--- src/common/gpio_params.svh ---
// Address map, bank geometry and access wait counts of the GPIO slave
`ifndef GPIO_PARAMS_SVH
`define GPIO_PARAMS_SVH

////////////////////////////////////////////////////////////
// Data path geometry
////////////////////////////////////////////////////////////

// Bus word and GPIO word width
`define GPIO_DATA_W 32

// Words in each of the GPO and GPI banks
`define GPIO_WORDS 8

// Full pin width of one bank
`define GPIO_BANK_W 256

////////////////////////////////////////////////////////////
// Address map
////////////////////////////////////////////////////////////

// Page of the slave, only the upper 24 bits select it
`define GPIO_BASE_ADDR 32'h0100_0000

// GPI bank starts here, GPO bank sits at offset zero
`define GPIO_GPI_OFFSET 32'h0000_0020

// Counting cycles before an access completes
`define GPIO_WRITE_WAIT 2
`define GPIO_READ_WAIT 3

`endif

--- src/common/gpio_pkg.sv ---
// Shared data word, word index and address view types of the GPIO slave
`default_nettype none

`include "gpio_params.svh"

package gpio_pkg;

	////////////////////////////////////////////////////////////
	// Scalar types
	////////////////////////////////////////////////////////////

	// One bus or GPIO data word
	typedef logic [`GPIO_DATA_W-1:0] gpio_word_t;

	// Word index inside one bank
	typedef logic [$clog2(`GPIO_WORDS)-1:0] gpio_idx_t;

	////////////////////////////////////////////////////////////
	// Address view
	////////////////////////////////////////////////////////////

	// Field split of a slave address
	// Bit 5 picks the GPI bank, bits 4:2 the word
	typedef struct packed {
		logic [23:0] page;
		logic [1:0]  rsvd;
		logic        bank_sel;
		gpio_idx_t   word_idx;
		logic [1:0]  byte_off;
	} gpio_addr_fields_t;

	// Same address word seen whole or split into fields
	typedef union packed {
		gpio_word_t        raw;
		gpio_addr_fields_t fields;
	} gpio_addr_u;

endpackage : gpio_pkg

`default_nettype wire

--- src/rtl/bus_wait_counter.sv ---
// Access wait counter with the ready pulse of the GPIO slave
`timescale 1ns/10ps
`default_nettype none

`include "gpio_params.svh"

module bus_wait_counter
	import gpio_pkg::*;
(
	input  wire logic BUS_agnt_vi,
	input  wire logic reset,
	input  wire logic valid,
	input  wire logic rnw,
	output logic      access_done,
	output logic      ready
);

	// Wide enough for the longer of the two waits
	localparam int CNT_W = $clog2(`GPIO_READ_WAIT + 1);

	logic [CNT_W-1:0] count;
	logic [CNT_W-1:0] target;

	////////////////////////////////////////////////////////////
	// Completion compare
	////////////////////////////////////////////////////////////

	// Reads wait one cycle longer than writes
	assign target = rnw ? CNT_W'(`GPIO_READ_WAIT) : CNT_W'(`GPIO_WRITE_WAIT);

	// Last counting cycle, commit happens on the next edge
	assign access_done = valid && (count == target);

	////////////////////////////////////////////////////////////
	// Count and ready register
	////////////////////////////////////////////////////////////

	always_ff @(posedge BUS_agnt_vi) begin
		if (reset) begin
			count <= '0;
			ready <= 1'b0;
		end else begin
			// Ready lands on the same edge as the commit
			ready <= access_done;
			// Dropped valid abandons the access
			if (!valid || access_done) begin
				count <= '0;
			end else begin
				count <= count + 1'b1;
			end
		end
	end

	////////////////////////////////////////////////////////////
	// Checks
	////////////////////////////////////////////////////////////

	// Back to back accesses still leave a gap between ready pulses
	a_ready_single_pulse : assert property (
		@(posedge BUS_agnt_vi) disable iff (reset)
		ready |=> !ready
	);

endmodule : bus_wait_counter

`default_nettype wire

--- src/gpio_regs/gpio_access_decode.sv ---
// Address decode of the GPIO slave
// GPO and GPI read select, read_data and error registers, GPO write request
`timescale 1ns/10ps
`default_nettype none

`include "gpio_params.svh"

module gpio_access_decode
	import gpio_pkg::*;
(
	input  wire logic                    BUS_agnt_vi,
	input  wire logic                    reset,
	input  wire logic                    valid,
	input  wire logic                    rnw,
	input  wire logic                    access_done,
	input  wire gpio_word_t              addr,
	input  wire gpio_word_t              write_data,
	input  wire logic [`GPIO_BANK_W-1:0] gp_ip,
	input  wire gpio_word_t              gpo_rd_word,
	// Write request to the GPO bank
	output logic                         gpo_wr_en,
	output gpio_idx_t                    gpo_wr_idx,
	output gpio_word_t                   gpo_wr_data,
	// Bus response
	output gpio_word_t                   read_data,
	output logic                         error
);

	// Base address and the span of both banks within the page
	localparam gpio_word_t BASE_ADDR = `GPIO_BASE_ADDR;
	localparam logic [7:0] MAP_SPAN  = 8'(2 * `GPIO_GPI_OFFSET);

	gpio_addr_u addr_v;

	// Decode terms
	logic       page_hit;
	logic       in_window;
	logic       aligned;
	logic       slave_hit;
	logic       gpi_sel;
	logic       legal_wr;
	logic       legal_rd;
	gpio_word_t gpi_word;

	////////////////////////////////////////////////////////////
	// Address decode
	////////////////////////////////////////////////////////////

	assign addr_v = addr;

	// Upper 24 bits must carry the slave page
	assign page_hit = (addr_v.fields.page == BASE_ADDR[31:8]);

	// Both banks together cover the low 64 bytes of the page
	// Covers the reserved bits 7:6 as well
	assign in_window = (addr_v.raw[7:0] < MAP_SPAN);

	// Word accesses only
	assign aligned = (addr_v.fields.byte_off == 2'b00);

	assign slave_hit = page_hit && in_window && aligned;

	// Upper half of the window is the GPI bank
	assign gpi_sel = addr_v.fields.bank_sel;

	// GPI is read only
	assign legal_wr = slave_hit && !gpi_sel;
	assign legal_rd = slave_hit;

	////////////////////////////////////////////////////////////
	// Read select
	////////////////////////////////////////////////////////////

	// Input word picked straight from the pins
	assign gpi_word = gp_ip[addr_v.fields.word_idx * `GPIO_DATA_W +: `GPIO_DATA_W];

	////////////////////////////////////////////////////////////
	// GPO write request
	////////////////////////////////////////////////////////////

	// Same index feeds the bank read-back mux
	assign gpo_wr_idx  = addr_v.fields.word_idx;
	assign gpo_wr_data = write_data;

	// Bank loads on the edge that raises ready
	assign gpo_wr_en = valid && access_done && !rnw && legal_wr;

	////////////////////////////////////////////////////////////
	// Response registers
	////////////////////////////////////////////////////////////

	// read_data holds until the next good read
	always_ff @(posedge BUS_agnt_vi) begin
		if (reset) begin
			read_data <= '0;
		end else if (access_done && rnw && legal_rd) begin
			read_data <= gpi_sel ? gpi_word : gpo_rd_word;
		end
	end

	// Error is only meaningful alongside ready
	always_ff @(posedge BUS_agnt_vi) begin
		if (reset) begin
			error <= 1'b0;
		end else if (!valid) begin
			error <= 1'b0;
		end else if (access_done) begin
			// Illegal write or read including misaligned ones
			error <= rnw ? !legal_rd : !legal_wr;
		end else begin
			error <= 1'b0;
		end
	end

	////////////////////////////////////////////////////////////
	// Checks
	////////////////////////////////////////////////////////////

	// A committed GPO write never answers with error
	a_wr_only_on_write : assert property (
		@(posedge BUS_agnt_vi) disable iff (reset)
		gpo_wr_en |=> !error
	);

endmodule : gpio_access_decode

`default_nettype wire

--- src/gpio_regs/gpo_reg_bank.sv ---
// GPO register bank of the GPIO slave
// Eight output words, one-cycle write strobes, combinational read-back
`timescale 1ns/10ps
`default_nettype none

`include "gpio_params.svh"

module gpo_reg_bank
	import gpio_pkg::*;
(
	input  wire logic               BUS_agnt_vi,
	input  wire logic               reset,
	// Write port from the decoder
	input  wire logic               gpo_wr_en,
	input  wire gpio_idx_t          gpo_wr_idx,
	input  wire gpio_word_t         gpo_wr_data,
	// Output pins
	output logic [`GPIO_BANK_W-1:0] gp_op,
	output logic [`GPIO_WORDS-1:0]  gp_op_valid,
	// Word at the current decoder index
	output gpio_word_t              gpo_rd_word
);

	// Output words with word 0 in the low bits of gp_op
	gpio_word_t gpo_words [`GPIO_WORDS];

	// Strobe pattern of the pending write
	logic [`GPIO_WORDS-1:0] wr_sel;

	////////////////////////////////////////////////////////////
	// Write select
	////////////////////////////////////////////////////////////

	always_comb begin
		wr_sel = '0;
		if (gpo_wr_en) begin
			wr_sel[gpo_wr_idx] = 1'b1;
		end
	end

	////////////////////////////////////////////////////////////
	// Word storage
	////////////////////////////////////////////////////////////

	// Indexed word load on a GPO write
	always_ff @(posedge BUS_agnt_vi) begin
		if (reset) begin
			for (int i = 0; i < `GPIO_WORDS; i++) begin
				gpo_words[i] <= '0;
			end
		end else if (gpo_wr_en) begin
			gpo_words[gpo_wr_idx] <= gpo_wr_data;
		end
	end

	// One-cycle strobe aligned with the word update
	always_ff @(posedge BUS_agnt_vi) begin
		if (reset) begin
			gp_op_valid <= '0;
		end else begin
			gp_op_valid <= wr_sel;
		end
	end

	////////////////////////////////////////////////////////////
	// Pin packing and read-back
	////////////////////////////////////////////////////////////

	for (genvar g = 0; g < `GPIO_WORDS; g++) begin : g_pack
		assign gp_op[g * `GPIO_DATA_W +: `GPIO_DATA_W] = gpo_words[g];
	end

	// Read-back shares the write index
	assign gpo_rd_word = gpo_words[gpo_wr_idx];

	////////////////////////////////////////////////////////////
	// Checks
	////////////////////////////////////////////////////////////

	// At most one output word is strobed per cycle
	a_strobe_onehot : assert property (
		@(posedge BUS_agnt_vi) disable iff (reset)
		$onehot0(gp_op_valid)
	);

endmodule : gpo_reg_bank

`default_nettype wire

--- src/rtl/gpio_bus_slave.sv ---
// GPIO bus slave top level
// Joins the wait counter, address decoder and output register bank
`timescale 1ns/10ps
`default_nettype none

`include "gpio_params.svh"

module gpio_bus_slave
	import gpio_pkg::*;
(
	input  wire logic                    BUS_agnt_vi,
	input  wire logic                    reset,
	// Bus from the master
	input  wire logic                    valid,
	input  wire logic                    rnw,
	input  wire gpio_word_t              addr,
	input  wire gpio_word_t              write_data,
	// Bus response
	output logic                         ready,
	output logic                         error,
	output gpio_word_t                   read_data,
	// GPIO pins
	input  wire logic [`GPIO_BANK_W-1:0] gp_ip,
	output logic [`GPIO_BANK_W-1:0]      gp_op,
	output logic [`GPIO_WORDS-1:0]       gp_op_valid
);

	////////////////////////////////////////////////////////////
	// Internal wiring
	////////////////////////////////////////////////////////////

	// Final wait cycle of the current access
	logic access_done;

	// Write port and read-back word of the GPO bank
	logic       gpo_wr_en;
	gpio_idx_t  gpo_wr_idx;
	gpio_word_t gpo_wr_data;
	gpio_word_t gpo_rd_word;

	// Fixed wait per access type, gives ready
	bus_wait_counter i_bus_wait_counter (
		.BUS_agnt_vi (BUS_agnt_vi),
		.reset       (reset),
		.valid       (valid),
		.rnw         (rnw),
		.access_done (access_done),
		.ready       (ready)
	);

	// Address decode and response registers
	gpio_access_decode i_gpio_access_decode (
		.BUS_agnt_vi (BUS_agnt_vi),
		.reset       (reset),
		.valid       (valid),
		.rnw         (rnw),
		.access_done (access_done),
		.addr        (addr),
		.write_data  (write_data),
		.gp_ip       (gp_ip),
		.gpo_rd_word (gpo_rd_word),
		.gpo_wr_en   (gpo_wr_en),
		.gpo_wr_idx  (gpo_wr_idx),
		.gpo_wr_data (gpo_wr_data),
		.read_data   (read_data),
		.error       (error)
	);

	// Output words and their strobes
	gpo_reg_bank i_gpo_reg_bank (
		.BUS_agnt_vi (BUS_agnt_vi),
		.reset       (reset),
		.gpo_wr_en   (gpo_wr_en),
		.gpo_wr_idx  (gpo_wr_idx),
		.gpo_wr_data (gpo_wr_data),
		.gp_op       (gp_op),
		.gp_op_valid (gp_op_valid),
		.gpo_rd_word (gpo_rd_word)
	);

endmodule : gpio_bus_slave

`default_nettype wire

--- config.mk ---
export PLATFORM = sky130hd
export DESIGN_NAME = gpio_bus_slave
export DESIGN_NICKNAME = d
export VERILOG_FILES = /design/src/common/gpio_pkg.sv /design/src/rtl/bus_wait_counter.sv /design/src/gpio_regs/gpio_access_decode.sv /design/src/gpio_regs/gpo_reg_bank.sv /design/src/rtl/gpio_bus_slave.sv
export VERILOG_INCLUDE_DIRS = /design/src /design/src/common
export SDC_FILE = /design/constraint.sdc
export NUM_CORES = 1
export LEC_CHECK = 0
export ABC_AREA = 1
export BUFFER_PORTS_ARGS = -buffer_cell sky130_fd_sc_hd__buf_2
export CAP_MARGIN = 20
export CORE_AREA = 2 2 245 247
export CTS_BUF_LIST = sky130_fd_sc_hd__clkbuf_4
export CTS_CLUSTER_SIZE = 40
export DETAILED_ROUTE_END_ITERATION = 8
export DIE_AREA = 0 0 247 249
export GPL_TIMING_DRIVEN = 0
export HOLD_SLACK_MARGIN = 0.05
export PLACE_DENSITY = 0.58
export SYNTH_ARGS = -nofsm -noshare
export SYNTH_HDL_FRONTEND = slang
export SYNTH_SLANG_ARGS = --single-unit
--- constraint.sdc ---
create_clock -name BUS_agnt_vi -period 3.1 [get_ports BUS_agnt_vi]
set_clock_uncertainty 0.05 [all_clocks]
set_input_delay 0.31 -clock BUS_agnt_vi [delete_from_list [all_inputs] [get_ports BUS_agnt_vi]]
set_output_delay 0.31 -clock BUS_agnt_vi [all_outputs]
set_load 0.02 [all_outputs]
==> results.md, run 1 <==
* Share of synthesized flip-flops with an asynchronous set or reset at 0%
* Number of pins exceeding their max-slew limit in the final report at 0
* Port buffer count at 618
* Area after detailed placement at 21,690 um^2
* Cell-by-cell trace of the critical path: buf_4, inv_2, nor2_2, buf_4, buf_2, nand2_1, nor2_1, dlygate4sd3_1, nor2_1, dlygate4sd3_1, nand2_1, dlygate4sd3_1, a21oi_1, nor2_1
* CTS Buffer Depth at 3
* Final ANT Viol Nets at 0
* Worst R2R Path Depth at 8
* Total via count after detailed routing at 19,930
* Remaining routing DRC violations at 0
* Delay of the slowest critical-path stage at 580 ps
* Distinct cells, synth at 24
* Global-route wire length before repair at 131,700 um
* Worst hold stages at 7
* Post-synthesis net count at 2,696
* Number of synthesis warnings at 0
* Syn Inst Count at 2,372
* Maximum clock rate at 0.3360 GHz
* Number of endpoints with negative hold slack in the final report at 0
* Cell with the largest stage delay on the worst path: sky130_fd_sc_hd__dlygate4sd3_1
* Worst flop-to-flop path startpoint: i_bus_wait_counter.count[0]$_SDFF_PP0_
* Cell types with the highest counts after synthesis: sky130_fd_sc_hd__nand2_1, sky130_fd_sc_hd__nor2_1, sky130_fd_sc_hd__inv_1, sky130_fd_sc_hd__nand3_1, sky130_fd_sc_hd__edfxtp_1
* Ratio of total power to cell area at 426.8 nW/um^2
* Design area at 24,450 um^2
* Ratio of cells with drive above 1 in the final layout at 28.43%
* Largest fanout on the critical path at 10
* Synth Cell Area at 17,390 um^2
* Clock tree sinks at 300
* Aggregate negative setup slack at 0 ps
* Fin nets at 3,573
* Sum of internal, switching and leakage power at 10.44 mW
* Clock slew seen by the registers of the worst setup and hold paths at 60 ps
* Maximum vdd ir drop at 271.9 uV
* Horiz. Die Dim at 247 um
* Worst-Skew Late Latency at 840 ps
* Sequential area share after synthesis at 49.27%
* Placeable core region at 58,690 um^2
* Result of the run: completed
* Hold-critical path endpoint: i_gpio_access_decode.read_data[15]$_SDFFE_PP0P_
* Top-level I/O count at 622
* Max transition margin at 18.04%
* Startpoint of the most critical hold path: addr[3]
* Growth of design area from synthesis to finish at 40.62%
* Hold_ws at 150.8 ps
* Data required time of the worst path at 3820 ps
* Post-synth EDFFs at 256
* Total detailed-routing wirelength at 97,290 um
* Initial cell density of the core at 29.63%
* Element type at the critical path start: input pin
* Height of the chip at 249 um
* Leakage power figure at 13.05 nW
* Category of the worst setup path capture point: flip-flop
* Setup Crit Path Kind: in -> reg
* Initial antenna violation count at 8
* Post-CTS repair timing setup buffer count at 0
* Worst min-delay path category: in -> reg
* Cell taking the most area after synthesis: sky130_fd_sc_hd__edfxtp_1
* Flip-flop and latch count after synthesis at 300
* Largest net degree at the start of global routing at 21
* Top cells by area, synth: sky130_fd_sc_hd__edfxtp_1, sky130_fd_sc_hd__nand2_1, sky130_fd_sc_hd__nor2_1
* Number of levels in the clock H-tree at 3
* Max_cap viols at 0
* Count of TritonRoute iterations in the first routing pass at 6
* CTS Root Buffer Type: sky130_fd_sc_hd__clkbuf_4
* WL/cell at 23.72 um
* Share of the clock period used by the worst path at 96.01%
* Placer congestion estimate at 0.9060
* Final core utilization at 41.67%
* Number of CTS-inserted buffers at 89
* Arrival @ worst endpoint at 3690 ps
* Fin crit period at 2976 ps
* Most used DFF post-synth: sky130_fd_sc_hd__edfxtp_1
* Remaining global-route overflow at 0
* Placement row count at 89
* Setup violation total in the final timing report at 0
* Via count of the first global-routing pass at 18,740
* Drt via density at 4.859
* Floorplan die area at 61,500 um^2
* GRT Resource Usage Total at 30.64%
* Reg-to-reg critical path endpoint: i_gpo_reg_bank.gpo_words[1][9]$_SDFFCE_PN0P_
* Minimum setup slack among reg-to-reg paths at 220 ps
* Filler Cells Inserted at 6,221
* Setup repair after global routing missed its margin: no
* Most frequently used cell type in the post-synthesis netlist: sky130_fd_sc_hd__nand2_1
* HPWL Detailed at 70,050 um
* Post-synth top area share at 44.21%
* Clock tree from TritonCTS: built
* Post-Synthesis Mean Instance Area at 7.331 um^2
* Actual transition at the worst max-transition pin at 1229 ps
* Drt first-iter violations at 1,842
[worst max-delay path: cells and delay by family]
family / cells / cell delay [ps]
and+or+nand+nor: 6 / 580
buffers and inverters: 7 / 2730
AOI/OAI and AO/OA: 1 / 70
[through the flow]
stage	std cells	worst slack, ps
3_5_place_dp	3774	-309.1
2_1_floorplan	2372	651.0
3_3_place_gp	3763	-1422
5_1_grt	4099	25.86
4_1_cts	4093	131.4
6_report	4101	123.6
[per-layer routing]
metal | track usage [%] | up-vias | routed length, um
met2 | 49.97 | 1269 | 45230
li1 | - | 9099 | -
met5 | 0 | - | 0
met1 | 39.73 | 9318 | 38660
met4 | 12.69 | 0 | 4089
met3 | 5.613 | 239 | 9308
[repair_timing]
| action | 4_1_cts | 5_1_grt |
|---|---|---|
| gates resized for setup | 0 | 2 |
| endpoints found under the setup margin | 0 | 1 |
| hold buffers | 157 | 0 |
| endpoints found under the hold margin | 292 | 0 |
[where the power goes]
part,total [mW],leakage [nW],internal (mW),switching (mW)
Sequential,4.55,3.02,4.48,0.0780
Clock,3.99,0.704,2.09,1.90
Combinational,1.89,9.33,0.670,1.22
[cell families after synthesis]
family,after synthesis,synth area share (%)
simple gates,1480,35.75
compound gates,65,1.871
buf+inv,527,13.10
flops,300,49.27
[layout make-up]
cell class | count | area [um^2] | area share, %
diodes | 8 | 20.02 | 0.08187
plain buffers | 131 | 793.3 | 3.244
clock buffers | 136 | 1021 | 4.175
clock inverters | 26 | 152.6 | 0.6242
inverters | 396 | 1486 | 6.079
multi-input cells | 1545 | 6563 | 26.84
flip-flops and latches | 300 | 8568 | 35.04
well taps | 773 | 967.2 | 3.955
repair buffers | 786 | 4882 | 19.97
[registers in the layout (all words and copies together), names as in the netlist]
name                            cells
i_gpio_access_decode.read_data     32
i_gpio_access_decode.error          1
i_gpo_reg_bank.gpo_words          256
i_bus_wait_counter.ready            1
i_bus_wait_counter.count            2
i_gpo_reg_bank.gp_op_valid          8
[cells in the final DEF, fill, tap and decap left out, types with 8 or more instances in the layout]
| cell type | count |
|---|---|
| sky130_fd_sc_hd__nand2_1 | 695 |
| sky130_fd_sc_hd__buf_2 | 668 |
| sky130_fd_sc_hd__nor2_1 | 450 |
| sky130_fd_sc_hd__inv_1 | 390 |
| sky130_fd_sc_hd__nand3_1 | 262 |
| sky130_fd_sc_hd__edfxtp_1 | 256 |
| sky130_fd_sc_hd__dlygate4sd3_1 | 157 |
| sky130_fd_sc_hd__clkbuf_4 | 136 |
| sky130_fd_sc_hd__a21oi_1 | 65 |
| sky130_fd_sc_hd__dfxtp_1 | 44 |
| sky130_fd_sc_hd__clkbuf_1 | 36 |
| sky130_fd_sc_hd__or2_2 | 32 |
| sky130_fd_sc_hd__buf_6 | 25 |
| sky130_fd_sc_hd__nor2_2 | 17 |
| sky130_fd_sc_hd__clkinv_1 | 14 |
| sky130_fd_sc_hd__buf_4 | 13 |
| sky130_fd_sc_hd__nand2_2 | 9 |
| sky130_fd_sc_hd__nand4_4 | 9 |
| sky130_fd_sc_hd__diode_2 | 8 |
| sky130_fd_sc_hd__clkinv_2 | 8 |
| sky130_fd_sc_hd__buf_12 | 8 |
[worst max-delay path by stage]
stage,end,start,depth (start not counted)
6_report,i_gpio_access_decode.read_data[7]$_SDFFE_PP0P_,addr[4],14
5_1_grt,i_gpio_access_decode.read_data[29]$_SDFFE_PP0P_,addr[4],14
4_1_cts,i_gpo_reg_bank.gpo_words[1][9]$_SDFFCE_PN0P_,i_bus_wait_counter.count[0]$_SDFF_PP0_,8
3_5_place_dp,i_gpo_reg_bank.gpo_words[1][9]$_SDFFCE_PN0P_,addr[2],7
3_3_place_gp,i_gpo_reg_bank.gpo_words[1][11]$_SDFFCE_PN0P_,addr[2],6
2_1_floorplan,i_gpo_reg_bank.gpo_words[0][0]$_SDFFCE_PN0P_,addr[25],8
Power figures use the tool's default switching activity.
==> run 2, diff against run 1 <==
--- a/config.mk
+++ b/config.mk
@@ -9,14 +9,15 @@
 export ABC_AREA = 1
 export BUFFER_PORTS_ARGS = -buffer_cell sky130_fd_sc_hd__buf_2
 export CAP_MARGIN = 20
-export CORE_AREA = 2 2 245 247
+export CORE_AREA = 2 2 241 243
 export CTS_BUF_LIST = sky130_fd_sc_hd__clkbuf_4
 export CTS_CLUSTER_SIZE = 40
 export DETAILED_ROUTE_END_ITERATION = 8
-export DIE_AREA = 0 0 247 249
+export DIE_AREA = 0 0 243 245
 export GPL_TIMING_DRIVEN = 0
 export HOLD_SLACK_MARGIN = 0.05
-export PLACE_DENSITY = 0.58
+export PLACE_DENSITY = 0.6
 export SYNTH_ARGS = -nofsm -noshare
 export SYNTH_HDL_FRONTEND = slang
+export SYNTH_HIERARCHICAL = 1
 export SYNTH_SLANG_ARGS = --single-unit
==> run 2 against run 1 <==
  * Utilization shrank 0.80 points
  * Critical endpoint is now i_gpo_reg_bank/gpo_words[1][4]$_SDFFCE_PN0P_
  * Worst setup slack got worse by 1.2 ps
  * Synthesized cell count rose by 3.1%
  * Non-clock buffer count is 105 lower
  * Clock power fell by 13%
  * Synthesized area increased by 2.1%
  * Sequential share of layout area rose by 1.7 points
==> results.md, run 2 <==
* Cell with the largest stage delay on the worst path: sky130_fd_sc_hd__dfxtp_1
* Storage element area at 8568 um^2
* CTS Buffer Depth at 3
* Sum of internal, switching and leakage power at 9.781 mW
* Floorplan die area at 59,540 um^2
* Flip-flop and latch count after synthesis at 300
* Worst R2R Path Depth at 12
* Cell taking the most area after synthesis: sky130_fd_sc_hd__edfxtp_1
* Placer congestion estimate at 0.9404
* Remaining global-route overflow at 0
* Global-route wire length before repair at 118,700 um
* Leakage power figure at 12.55 nW
* Hold_ws at 115.2 ps
* Result of the run: completed
* Setup violation total in the final timing report at 0
* Count of TritonRoute iterations in the first routing pass at 5
* Placeable core region at 57,030 um^2
* Worst path buffer plus inverter count at 4
* Arrival @ worst endpoint at 3320 ps
* Largest net degree at the start of global routing at 33
* Top cells by area, synth: sky130_fd_sc_hd__edfxtp_1, sky130_fd_sc_hd__nand2_1, sky130_fd_sc_hd__nor2_1
* Cell-by-cell trace of the critical path: inv_2, nand2_2, nand3_2, nor2_1, nand4_1, nor3_4, nand2_2, inv_2, nand3_4, buf_4, nand2_2, buf_12
* Maximum vdd ir drop at 294.3 uV
* Worst hold stages at 5
* Sequential area share after synthesis at 48.27%
* Filler Cells Inserted at 6,252
* Top-level I/O count at 622
* Worst-Skew Late Latency at 720 ps
* WL/cell at 21.07 um
* Syn Inst Count at 2,446
* Reg-to-reg critical path endpoint: i_gpo_reg_bank/gpo_words[1][4]$_SDFFCE_PN0P_
* Post-synthesis net count at 2,770
* Fin nets at 3,487
* Worst min-delay path category: in -> reg
* Most common cell after layout, fill and taps aside: sky130_fd_sc_hd__nand2_1
* Distinct cells, synth at 28
* Final core utilization at 40.87%
* Setup WS post-layout at 122.4 ps
* Via count of the first global-routing pass at 17,960
* Number of synthesis warnings at 6
* Number of pins exceeding their max-slew limit in the final report at 0
* Hold-critical path endpoint: i_gpio_access_decode/read_data[3]$_SDFFE_PP0P_
* Ratio of cells with drive above 1 in the final layout at 29.63%
* Placement row count at 88
* Max transition margin at 43.80%
* Most frequently used cell type in the post-synthesis netlist: sky130_fd_sc_hd__nand2_1
* Category of the worst setup path capture point: flip-flop
* Number of CTS-inserted buffers at 78
* Post-synth EDFFs at 256
* Minimum setup slack among reg-to-reg paths at 120 ps
* Number of levels in the clock H-tree at 3
* Ratio of total power to cell area at 419.6 nW/um^2
* Clock tree sinks at 300
* Setup Crit Path Kind: reg -> reg
* Horiz. Die Dim at 243 um
* Element type at the critical path start: flip-flop
* CTS Root Buffer Type: sky130_fd_sc_hd__clkbuf_4
* Clock slew seen by the registers of the worst setup and hold paths at 70 ps
* Largest fanout on the critical path at 26
* Most used DFF post-synth: sky130_fd_sc_hd__edfxtp_1
* Synth Cell Area at 17,750 um^2
* Drt via density at 4.597
* Cell types with the highest counts after synthesis: sky130_fd_sc_hd__nand2_1, sky130_fd_sc_hd__nor2_1, sky130_fd_sc_hd__edfxtp_1, sky130_fd_sc_hd__inv_1, sky130_fd_sc_hd__nand3_1
* Cell family contributing the most delay on the critical path: simple AND/OR/NAND/NOR gates
* Post-Synthesis Mean Instance Area at 7.258 um^2
* Remaining routing DRC violations at 0
* Port buffer count at 588
* Drt first-iter violations at 1,266
* Initial cell density of the core at 31.12%
* Worst flop-to-flop path startpoint: i_bus_wait_counter/count[0]$_SDFF_PP0_
* Total detailed-routing wirelength at 84,190 um
* Final ANT Viol Nets at 0
* HPWL Detailed at 66,160 um
* Max_cap viols at 0
* Flip-flop count of the largest register after layout at 256
* Height of the chip at 245 um
* Multi-input gate area in the final layout at 7291 um^2
* Most used cell along the critical path: sky130_fd_sc_hd__nand2_2
* Share of synthesized flip-flops with an asynchronous set or reset at 0%
* Placement-stage worst setup slack at -774.2 ps
* Startpoint of the most critical hold path: addr[5]
* Maximum clock rate at 0.3358 GHz
* Actual transition at the worst max-transition pin at 843.0 ps
* Commonest cells after routing, fill and taps aside: sky130_fd_sc_hd__nand2_1, sky130_fd_sc_hd__buf_2, sky130_fd_sc_hd__nor2_1, sky130_fd_sc_hd__edfxtp_1, sky130_fd_sc_hd__inv_1
* Growth of design area from synthesis to finish at 31.31%
* Post-synth top area share at 43.30%
* Initial antenna violation count at 12
* Register containing the most flip-flops in the final layout: i_gpo_reg_bank/gpo_words
* GRT Resource Usage Total at 27.44%
* Data required time of the worst path at 3440 ps
* Largest regs: i_gpo_reg_bank/gpo_words: 256 flops, i_gpio_access_decode/read_data: 32 flops, i_gpo_reg_bank/gp_op_valid: 8 flops
* Fin crit period at 2978 ps
* Number of endpoints with negative hold slack in the final report at 0
* Share of the clock period used by the worst path at 96.05%
* Delay of the slowest critical-path stage at 380 ps
* Clock tree from TritonCTS: built
* Total via count after detailed routing at 18,370
-- run 2: cell types whose count changed in the layout (fill, tap and decap cells not counted), sizes merged, moves of 22 or more --
cell and delta:
a21oi -64, nand2 +400, inv -154, dlygate4sd3 -112, nor2 -57, buf +22
nand3 -123, o211ai +33, clkbuf -44
-- run 2: kinds of logic after synthesis --
logic type | share of synthesized area [%]
xor+xnor | 0.04935
flops | 48.27
compound gates | 1.988
buf+inv | 11.24
simple gates | 38.45
-- run 2: worst reg2reg max path: stages, from the launching register on --
cell and delay, ps:
sky130_fd_sc_hd__dfxtp_1 380, sky130_fd_sc_hd__inv_2 60, sky130_fd_sc_hd__nand2_2 60, sky130_fd_sc_hd__nand3_2 90, sky130_fd_sc_hd__nor2_1 190, sky130_fd_sc_hd__nand4_1 230
sky130_fd_sc_hd__nor3_4 270, sky130_fd_sc_hd__nand2_2 140, sky130_fd_sc_hd__inv_2 220, sky130_fd_sc_hd__nand3_4 180, sky130_fd_sc_hd__buf_4 260, sky130_fd_sc_hd__nand2_2 220
sky130_fd_sc_hd__buf_12 250
-- run 2: layer usage --
metal	wire [um]	vias to the layer above	global-route usage, %	share of wire, %
li1	-	8961	-	-
met1	32870	8511	32.18	39
met2	42840	769	49.81	51
met3	6004	127	5.456	7.1
met4	2483	0	9.365	2.9
met5	0	-	0	0
-- run 2: worst max path at each step --
stage / start / cells past startpoint / end / slack (ps)
after floorplan: addr[5] / 10 / i_gpo_reg_bank/gpo_words[7][0]$_SDFFCE_PN0P_ / 270
after global placement: addr[5] / 10 / i_gpo_reg_bank/gpo_words[2][19]$_SDFFCE_PN0P_ / -1600
after detailed placement: addr[5] / 10 / i_gpo_reg_bank/gpo_words[6][18]$_SDFFCE_PN0P_ / -770
after CTS: i_bus_wait_counter/count[0]$_SDFF_PP0_ / 12 / i_gpo_reg_bank/gpo_words[0][8]$_SDFFCE_PN0P_ / 20
after global routing: i_bus_wait_counter/count[0]$_SDFF_PP0_ / 12 / i_gpo_reg_bank/gpo_words[1][12]$_SDFFCE_PN0P_ / -10
final: i_bus_wait_counter/count[0]$_SDFF_PP0_ / 12 / i_gpo_reg_bank/gpo_words[1][4]$_SDFFCE_PN0P_ / 120
-- run 2: metrics by stage --
stage / cells / TNS (ps) / cell area (um^2)
2_1_floorplan: 2446 / 0 / 17750
3_3_place_gp: 3799 / -340100 / 21650
3_5_place_dp: 3803 / -161180 / 21760
4_1_cts: 3991 / 0 / 23250
5_1_grt: 3995 / -105.8 / 23310
6_report: 3996 / 0 / 23310
-- run 2: report_power, final --
| group | internal (mW) | switching, mW | total, mW |
|---|---|---|---|
| registers | 4.48 | 0.0868 | 4.57 |
| clock network | 1.78 | 1.70 | 3.48 |
| logic | 0.578 | 1.15 | 1.73 |
-- run 2: final cells by class --
class / instances / area share [%]
Sequential cell: 300 / 36.76
Multi-Input combinational cell: 1733 / 31.28
Timing Repair Buffer: 637 / 14.93
Buffer: 175 / 4.740
Tap cell: 765 / 4.106
Inverter: 238 / 3.854
Clock buffer: 107 / 3.446
Clock inverter: 36 / 0.8320
Antenna cell: 5 / 0.05368
-- run 2: repair_timing --
action,4_1_cts,5_1_grt
hold endpoints to repair,266,0
hold buffers,45,0
pin swaps,1,0
setup buffers,0,0
resized for setup,10,6
setup endpoints to repair,238,102
==> run 3, diff against run 2 <==
==> constraint.sdc (replaced) <==
create_clock -name BUS_agnt_vi -period 3.2 [get_ports BUS_agnt_vi]
set_clock_uncertainty 0.05 [all_clocks]
set_input_delay 0.32 -clock BUS_agnt_vi [delete_from_list [all_inputs] [get_ports BUS_agnt_vi]]
set_output_delay 0.32 -clock BUS_agnt_vi [all_outputs]
set_load 0.02 [all_outputs]
==> run 3 against run 2 <==
  * Total power decreased by 3.2%
  * Register-to-register slack better by 40 ps
  * Sequential share of layout area increased by 0.051 points
  * Critical path type unchanged
  * Worst setup slack improved by 43 ps
  * Worst hold slack got worse by 12 ps
  * Sequential power down 3%
  * Final cell count about the same
  * Design area shrank 0.14%
  * First-iteration DRC count is 0.32% higher
==> results.md, run 3 (synthesis results as in run 2) <==
* GRT Resource Usage Total at 27.43%
* Height of the chip at 245 um
* Switching component of the power at 2.840 mW
* Actual transition at the worst max-transition pin at 813.9 ps
* Drt via density at 4.589
* Floorplan die area at 59,540 um^2
* Via count of the first global-routing pass at 17,960
* Number of levels in the clock H-tree at 3
* Worst path buffer plus inverter count at 4
* Final core utilization at 40.81%
* WL/cell at 21.07 um
* Placer congestion estimate at 0.9404
* Result of the run: completed
* Flip-flop count of the largest register after layout at 256
* Share of the clock period used by the worst path at 94.84%
* Placement row count at 88
* Max transition margin at 45.74%
* Largest net degree at the start of global routing at 33
* Number of pins exceeding their max-slew limit in the final report at 0
* Number of endpoints with negative hold slack in the final report at 0
* Area after detailed placement at 21,760 um^2
* Part of the total power dissipated in the clock network at 35.6%
* Ratio of total power to cell area at 406.7 nW/um^2
* Clock tree sinks at 300
* Max_cap viols at 0
* Maximum clock rate at 0.3295 GHz
* Worst min-delay path category: in -> reg
* Design area at 23,280 um^2
* Delay of the slowest critical-path stage at 380 ps
* Number of CTS-inserted buffers at 78
* Remaining routing DRC violations at 0
* Cell with the largest stage delay on the worst path: sky130_fd_sc_hd__dfxtp_1
* Initial antenna violation count at 12
* Clock tree from TritonCTS: built
* Ratio of cells with drive above 1 in the final layout at 29.66%
* Leakage power figure at 12.53 nW
* Category of the worst setup path capture point: flip-flop
* Internal power contribution at 6.627 mW
* Switching power as a share of total power at 30.00%
* Horiz. Die Dim at 243 um
* HPWL Detailed at 66,160 um
* Cell-by-cell trace of the critical path: inv_2, nand2_2, nand3_2, nor2_1, nand4_1, nor3_4, nand2_2, inv_2, nand3_2, buf_4, nand2_4, buf_12
* Data required time of the worst path at 3550 ps
* Worst-Skew Late Latency at 740 ps
* Proportion of power drawn by flip-flops and latches at 46.8%
* Setup repair after global routing missed its margin: no
* Register containing the most flip-flops in the final layout: i_gpo_reg_bank/gpo_words
* Clock slew seen by the registers of the worst setup and hold paths at 70 ps
* Port buffer count at 588
* Placeable core region at 57,030 um^2
* Part of the power in combinational logic at 17.7%
* Remaining global-route overflow at 0
* Commonest cells after routing, fill and taps aside: sky130_fd_sc_hd__nand2_1, sky130_fd_sc_hd__buf_2, sky130_fd_sc_hd__nor2_1, sky130_fd_sc_hd__edfxtp_1, sky130_fd_sc_hd__inv_1
* Setup violation total in the final timing report at 0
* Growth of design area from synthesis to finish at 31.12%
* Hold_ws at 102.8 ps
* Cell family contributing the most delay on the critical path: simple AND/OR/NAND/NOR gates
* Aggregate negative setup slack at 0 ps
* Global-route wire length before repair at 118,700 um
* Final ANT Viol Nets at 0
* Total detailed-routing wirelength at 84,120 um
* Initial cell density of the core at 31.12%
* Maximum vdd ir drop at 280.2 uV
* Element type at the critical path start: flip-flop
* Count of TritonRoute iterations in the first routing pass at 5
* Largest fanout on the critical path at 26
* Setup Crit Path Kind: reg -> reg
* Largest regs: i_gpo_reg_bank/gpo_words: 256 flops, i_gpio_access_decode/read_data: 32 flops, i_gpo_reg_bank/gp_op_valid: 8 flops
* Total via count after detailed routing at 18,320
* CTS Root Buffer Type: sky130_fd_sc_hd__clkbuf_4
* Fin crit period at 3035 ps
* Arrival @ worst endpoint at 3380 ps
* Most common cell after layout, fill and taps aside: sky130_fd_sc_hd__nand2_1
* Top-level I/O count at 622
* Drt first-iter violations at 1,270
* Fin nets at 3,484
* CTS Buffer Depth at 3
run 3: worst register-to-register path, stage by stage (launching register included):
cell and delay (ps):
sky130_fd_sc_hd__dfxtp_1 380, sky130_fd_sc_hd__inv_2 60, sky130_fd_sc_hd__nand2_2 60, sky130_fd_sc_hd__nand3_2 90, sky130_fd_sc_hd__nor2_1 190, sky130_fd_sc_hd__nand4_1 240, sky130_fd_sc_hd__nor3_4 330, sky130_fd_sc_hd__nand2_2 140
sky130_fd_sc_hd__inv_2 210, sky130_fd_sc_hd__nand3_2 230, sky130_fd_sc_hd__buf_4 290, sky130_fd_sc_hd__nand2_4 160, sky130_fd_sc_hd__buf_12 240
run 3: power groups by stage:
stage	sequential, mW	combinational, mW	clock [mW]
finish	4.43	1.67	3.37
global route	4.44	1.82	3.66
CTS	4.43	1.67	3.45
detailed placement	4.51	1.62	0
global placement	4.52	1.60	0
floorplan	4.64	0.739	0
run 3: worst paths after layout:
path                                                         from                                              end  slack [ps]  depth (start not counted)
setup / recovery           i_bus_wait_counter/count[0]$_SDFF_PP0_     i_gpo_reg_bank/gpo_words[1][4]$_SDFFCE_PN0P_         170                         12
hold / removal                                         gp_ip[146]  i_gpio_access_decode/read_data[18]$_SDFFE_PP0P_         100                          7
setup reg to reg           i_bus_wait_counter/count[0]$_SDFF_PP0_     i_gpo_reg_bank/gpo_words[1][4]$_SDFFCE_PN0P_         170                         12
hold reg to reg   i_gpio_access_decode/read_data[10]$_SDFFE_PP0P_  i_gpio_access_decode/read_data[10]$_SDFFE_PP0P_         460                          4
run 3: area by class of cell:
cell class,count,area (um^2)
Multi-Input combinational cell,1733,7288
Buffer,175,1105
Clock inverter,36,193.9
Fill cell,6256,33760
Inverter,238,898.4
Sequential cell,300,8568
Antenna cell,5,12.51
Clock buffer,107,803.3
Tap cell,765,957.2
Timing Repair Buffer,634,3451
run 3: per-stage QoR:
step,power [mW],setup slack [ps],cells
floorplan,5.380,357.4,2446
global placement,6.122,-1515,3799
detailed placement,6.134,-684.2,3803
CTS,9.544,12.21,3988
global route,9.911,17.84,3992
finish,9.467,165.1,3993
run 3: timing repair:
action,CTS,global route
endpoints found under the hold margin,262,0
gates resized for setup,8,10
endpoints found under the setup margin,230,84
hold buffers,42,0
buffers inserted,0,0
pin swaps,0,0
run 3: routing by layer:
metal  global-route usage (%)  share of wire (%)  vias up
met1                    32.17                 39     8436
met4                    9.365                3.0        0
met2                    49.81                 51      808
li1                         -                  -     8945
met3                    5.467                7.4      133
met5                        0                  0        -
